==> config.mk <==
export PLATFORM = sky130hd
export DESIGN_NAME = dsp_config_regs
export DESIGN_NICKNAME = d
export VERILOG_FILES = /design/src/design/dsp_pkg.sv /design/src/design/dsp_config_regs.sv
export SDC_FILE = /design/constraint.sdc
export NUM_CORES = 1
export LEC_CHECK = 0
export ABC_CLOCK_PERIOD_IN_PS = 1400
export BUFFER_PORTS_ARGS = -buffer_cell sky130_fd_sc_hd__buf_2
export CAP_MARGIN = 0
export CORE_MARGIN = 3
export CORE_UTILIZATION = 46
export CTS_CLUSTER_DIAMETER = 150
export DETAILED_ROUTE_END_ITERATION = 6
export GPL_TIMING_DRIVEN = 0
export PLACE_DENSITY_LB_ADDON = 0.3
export REMOVE_ABC_BUFFERS = 1
export SLEW_MARGIN = 40
export SYNTH_ARGS = -nofsm -noshare
export SYNTH_HDL_FRONTEND = slang
export SYNTH_SLANG_ARGS = --single-unit
==> constraint.sdc <==
create_clock -name clk -period 1.4 [get_ports clk]
set_clock_uncertainty 0.1 [all_clocks]
set_input_delay 0.21 -clock clk [delete_from_list [all_inputs] [get_ports clk]]
set_output_delay 0.21 -clock clk [all_outputs]
set_load 0.02 [all_outputs]
==> src/design/dsp_pkg.sv <==
package dsp_pkg;

    // lane layout.
    localparam int channel_width = 4;
    localparam int ffe_length = 3; // taps, no more than channel_width.

    // datapath precisions.
    localparam int code_precision = 8;
    localparam int weight_precision = 8;
    localparam int output_precision = 10;
    localparam int shift_precision = 4;
    localparam int sym_precision = 3;

    // config write port.
    localparam int cfg_addr_width = 5;
    localparam int cfg_data_width = 16;

    typedef logic signed [code_precision-1:0] code_t;
    typedef logic signed [weight_precision-1:0] weight_t;
    typedef logic signed [output_precision-1:0] est_t;
    typedef logic signed [sym_precision-1:0] sym_t;

    typedef logic [shift_precision-1:0] shift_t;
    typedef logic [$clog2(channel_width)-1:0] align_t; // lane offset for the aligner.

endpackage

==> src/design/dsp_config_regs.sv <==
`timescale 1ns/1ns

module dsp_config_regs (
    input  logic                                 clk,
    input  logic                                 reset,
    input  logic                                 cfg_write,
    input  logic [dsp_pkg::cfg_addr_width-1:0]   cfg_addr,
    input  logic [dsp_pkg::cfg_data_width-1:0]   cfg_data,
    output dsp_pkg::weight_t weights [dsp_pkg::ffe_length-1:0][dsp_pkg::channel_width-1:0],
    output dsp_pkg::shift_t  ffe_shift [dsp_pkg::channel_width-1:0],
    output dsp_pkg::est_t    slice_levels [2:0]
);

    import dsp_pkg::*;

    // address map: weights, then lane shifts, then the three levels.
    localparam int shift_base = ffe_length * channel_width;
    localparam int level_base = shift_base + channel_width;
    localparam int last_addr = level_base + 2;

    always_ff @(posedge clk) begin
        if (reset) begin
            for (int t = 0; t < ffe_length; t++) begin
                for (int l = 0; l < channel_width; l++) begin
                    weights[t][l] <= (t == 0) ? weight_t'(1) : weight_t'(0); // pass-through.
                end
            end
            for (int l = 0; l < channel_width; l++) begin
                ffe_shift[l] <= '0;
            end
            slice_levels[0] <= est_t'(-32);
            slice_levels[1] <= est_t'(0);
            slice_levels[2] <= est_t'(32);
        end else if (cfg_write) begin
            for (int t = 0; t < ffe_length; t++) begin
                for (int l = 0; l < channel_width; l++) begin
                    if (int'(cfg_addr) == t * channel_width + l) begin
                        weights[t][l] <= cfg_data[weight_precision-1:0];
                    end
                end
            end
            for (int l = 0; l < channel_width; l++) begin
                if (int'(cfg_addr) == shift_base + l) begin
                    ffe_shift[l] <= cfg_data[shift_precision-1:0];
                end
            end
            for (int k = 0; k < 3; k++) begin
                if (int'(cfg_addr) == level_base + k) begin
                    slice_levels[k] <= cfg_data[output_precision-1:0];
                end
            end
        end
    end

    a_addr_in_map: assert property (@(posedge clk) disable iff (reset)
        cfg_write |-> int'(cfg_addr) <= last_addr);

endmodule

==> out/results.tsv <==
metric	value	unit
outcome	finished, final reports clean	
cp_num_cells	1	
net-switching-power	1.96	mW
arrival	960	ps
globalRouteOverflowTotal	0	
power.internal	7.55	mW
sw_frac_of_total	0.207	
post-synth-top-area-cell	dfxtp_1	
cts_made_buffers	17	
ys_top_cells_by_area	dfxtp_1, mux2i_1, nand2b_1, clkbuf_1, nand2_2	
tritoncts	done	
powerDensity	1320	nW/um^2
drt_first_pass_iters	4	
globalplace.congestion	0.720	
cap_violations	0	
postRouteAntennaNets	0	
vias_per_cell	5.03	
power.sequential.fraction	0.430	
yosys-top-cells-count	dfxtp_1, nand2b_1, mux2i_1, clkbuf_1, nand2_2	
post-route-util	0.616	
fin_worst_hold_slack	34.9	ps
coreArea	11700	sq um
htree_num_levels	4	
ys_async_sr_fraction	0	
period_needed	1270	ps
io_pins	166	
timing.critical_path.fanout_max	2	
fin_nets	677	
yosys_warnings	0	
min_period_over_period	0.906	
worstPathBufferInverterCount	1	
die_height	116	microns
floorplan.initialDensity	0.481	
timing_hold_violations_final	0	
min_path_cells	3	
ctsLongestPathBuffers	2	
track_usage	0.212	
wl_per_cell	17.2	microns
layout_setup_ws	132	ps
max_slew_margin	0.446	
postCtsSetupRepairBufs	0	
port_buffers	159	
clock-root-buffer	clkbuf_16	
postSynthCellCount	508	
fp.dieArea	13600	sq um
synth.cell_area	5610	sq um
power.share.clock	0.524	
postSynthRegisterBits	142	
total_leakage_power	3.88	nW
place.detailed.hpwl	9190	microns
hold_class	input pin to register	
worst_path_largest_cell_delay	360	ps
ys_types	20	
vias	4069	
cp-end-kind	output pin	
grt_antenna_before_repair	0	
cts_sink_count	142	
synthesis.area_per_instance	11.0	sq um
crit_path_cell_trace	buf_2	
cpMaxStageDelayCell	dfxtp_1	
clk_pin_slew	60	ps
p_total	9.51	mW
synth_top_cell_area_share	0.507	
maximum_clock_rate	0.789	GHz
antennaDiodeCount	0	
drcViolationCount	0	
final-setup-viol-count	0	
grt_setup_unrepaired	no	
die-width	116	microns
critPathKind	register to output pin	
first_iter_violations	191	
synth.yosys.seq_area_share	0.507	
maxSlewViolCount	0	
grt_pass1_vias	4133	
combinationalPowerShare	0.046	
flow.area_growth_from_synthesis	28.0	%
synth_enable_flop_cells	0	
timing.reg2reg.worst_path_depth	2	
synth-main-ff-cell	dfxtp_1	
clock_latency	410	ps
crit_required	1090	ps
finalWirelength	14000	microns
final_layout_size_suffix_gt1_frac	0.323	
placement_rows	39	
wire_length_of_the_first_global_routing_pass	21700	microns
path_delay_family	flip-flops	
dpl_worst_slack	-673	ps
grt_max_degree	86	
tightestPinTransition	832	ps
setup.worst_path.start_class	register	
irDropWorstVdd	706	uV
cells by family (layout without fill, tap and decap cells):
family,count (synthesis),after routing,synth area share
AND/OR/NAND/NOR,181,181,0.205
flip-flops,142,142,0.507
AO/OA/AOI/OAI,8,8,0.0116
multiplexers,138,138,0.246
buffers and inverters,39,197,0.0306
power by group through the flow:
stage / registers [mW] / logic [mW] / clock network, mW
2_1_floorplan: 4.21 / 0.186 / 0
3_3_place_gp: 4.18 / 0.411 / 0
3_5_place_dp: 4.18 / 0.426 / 0
4_1_cts: 4.09 / 0.441 / 5.04
6_report: 4.09 / 0.437 / 4.98
5_1_grt: 4.09 / 0.470 / 5.24
registers in the layout, indices dropped and copies added, names as in the netlist:
signal,count
ffe_shift,16
weights,96
slice_levels,30
cell usage in the layout, fill, tap and decap left out, types with 2 or more instances in the layout:
master / n
a211o_1: 4
a21boi_0: 4
and2_1: 4
and4bb_2: 2
buf_2: 158
bufinv_16: 5
clkbuf_1: 2
clkbuf_16: 17
clkbuf_8: 3
clkinv_2: 2
clkinvlp_4: 2
dfxtp_1: 142
dlygate4sd3_1: 5
mux2i_1: 138
nand2_1: 6
nand2_2: 9
nand2b_1: 135
nand2b_2: 6
nand3_2: 3
nor2_1: 8
nor2b_2: 2
final cells by class:
class / count / area [sq um]
clock inverter: 10 / 184
fill: 978 / 4480
multi-input combinational: 327 / 2620
timing repair buffer: 165 / 880
clock buffer: 22 / 474
sequential: 142 / 2840
tap: 143 / 179
path summary, 6_finish.rpt:
path                                      start         endpoint  slack (ps)
worst max-delay path                weights[71]      weights[71]         130
worst min-delay path                cfg_data[0]      weights[16]          30
worst max register to register  slice_levels[8]  slice_levels[8]         460
worst min register to register      weights[33]      weights[33]         370
metrics by stage:
| step | instance area [sq um] | setup TNS [ps] | instances |
|---|---|---|---|
| 6_report | 7180 | 0 | 809 |
| 5_1_grt | 7180 | 0 | 809 |
| 4_1_cts | 7180 | 0 | 809 |
| 3_5_place_dp | 6450 | -54010 | 772 |
| 3_3_place_gp | 6410 | -191640 | 771 |
| 2_1_floorplan | 5440 | 0 | 469 |
routing by layer:
metal	global-route usage	vias up	routed length, microns
met4	0.0797	0	250
li1	-	1975	-
met3	0.0819	21	977
met5	0	-	0
met1	0.262	1950	6240
met2	0.338	123	6480
repair_timing:
| action | in CTS | in global routing |
|---|---|---|
| setup endpoints to repair | 61 | 1 |
| hold buffers | 5 | 0 |
| endpoints found under the hold margin | 7 | 0 |
| resized for setup | 5 | 1 |
| cloned | 0 | 0 |
Power figures use the tool's default switching activity.
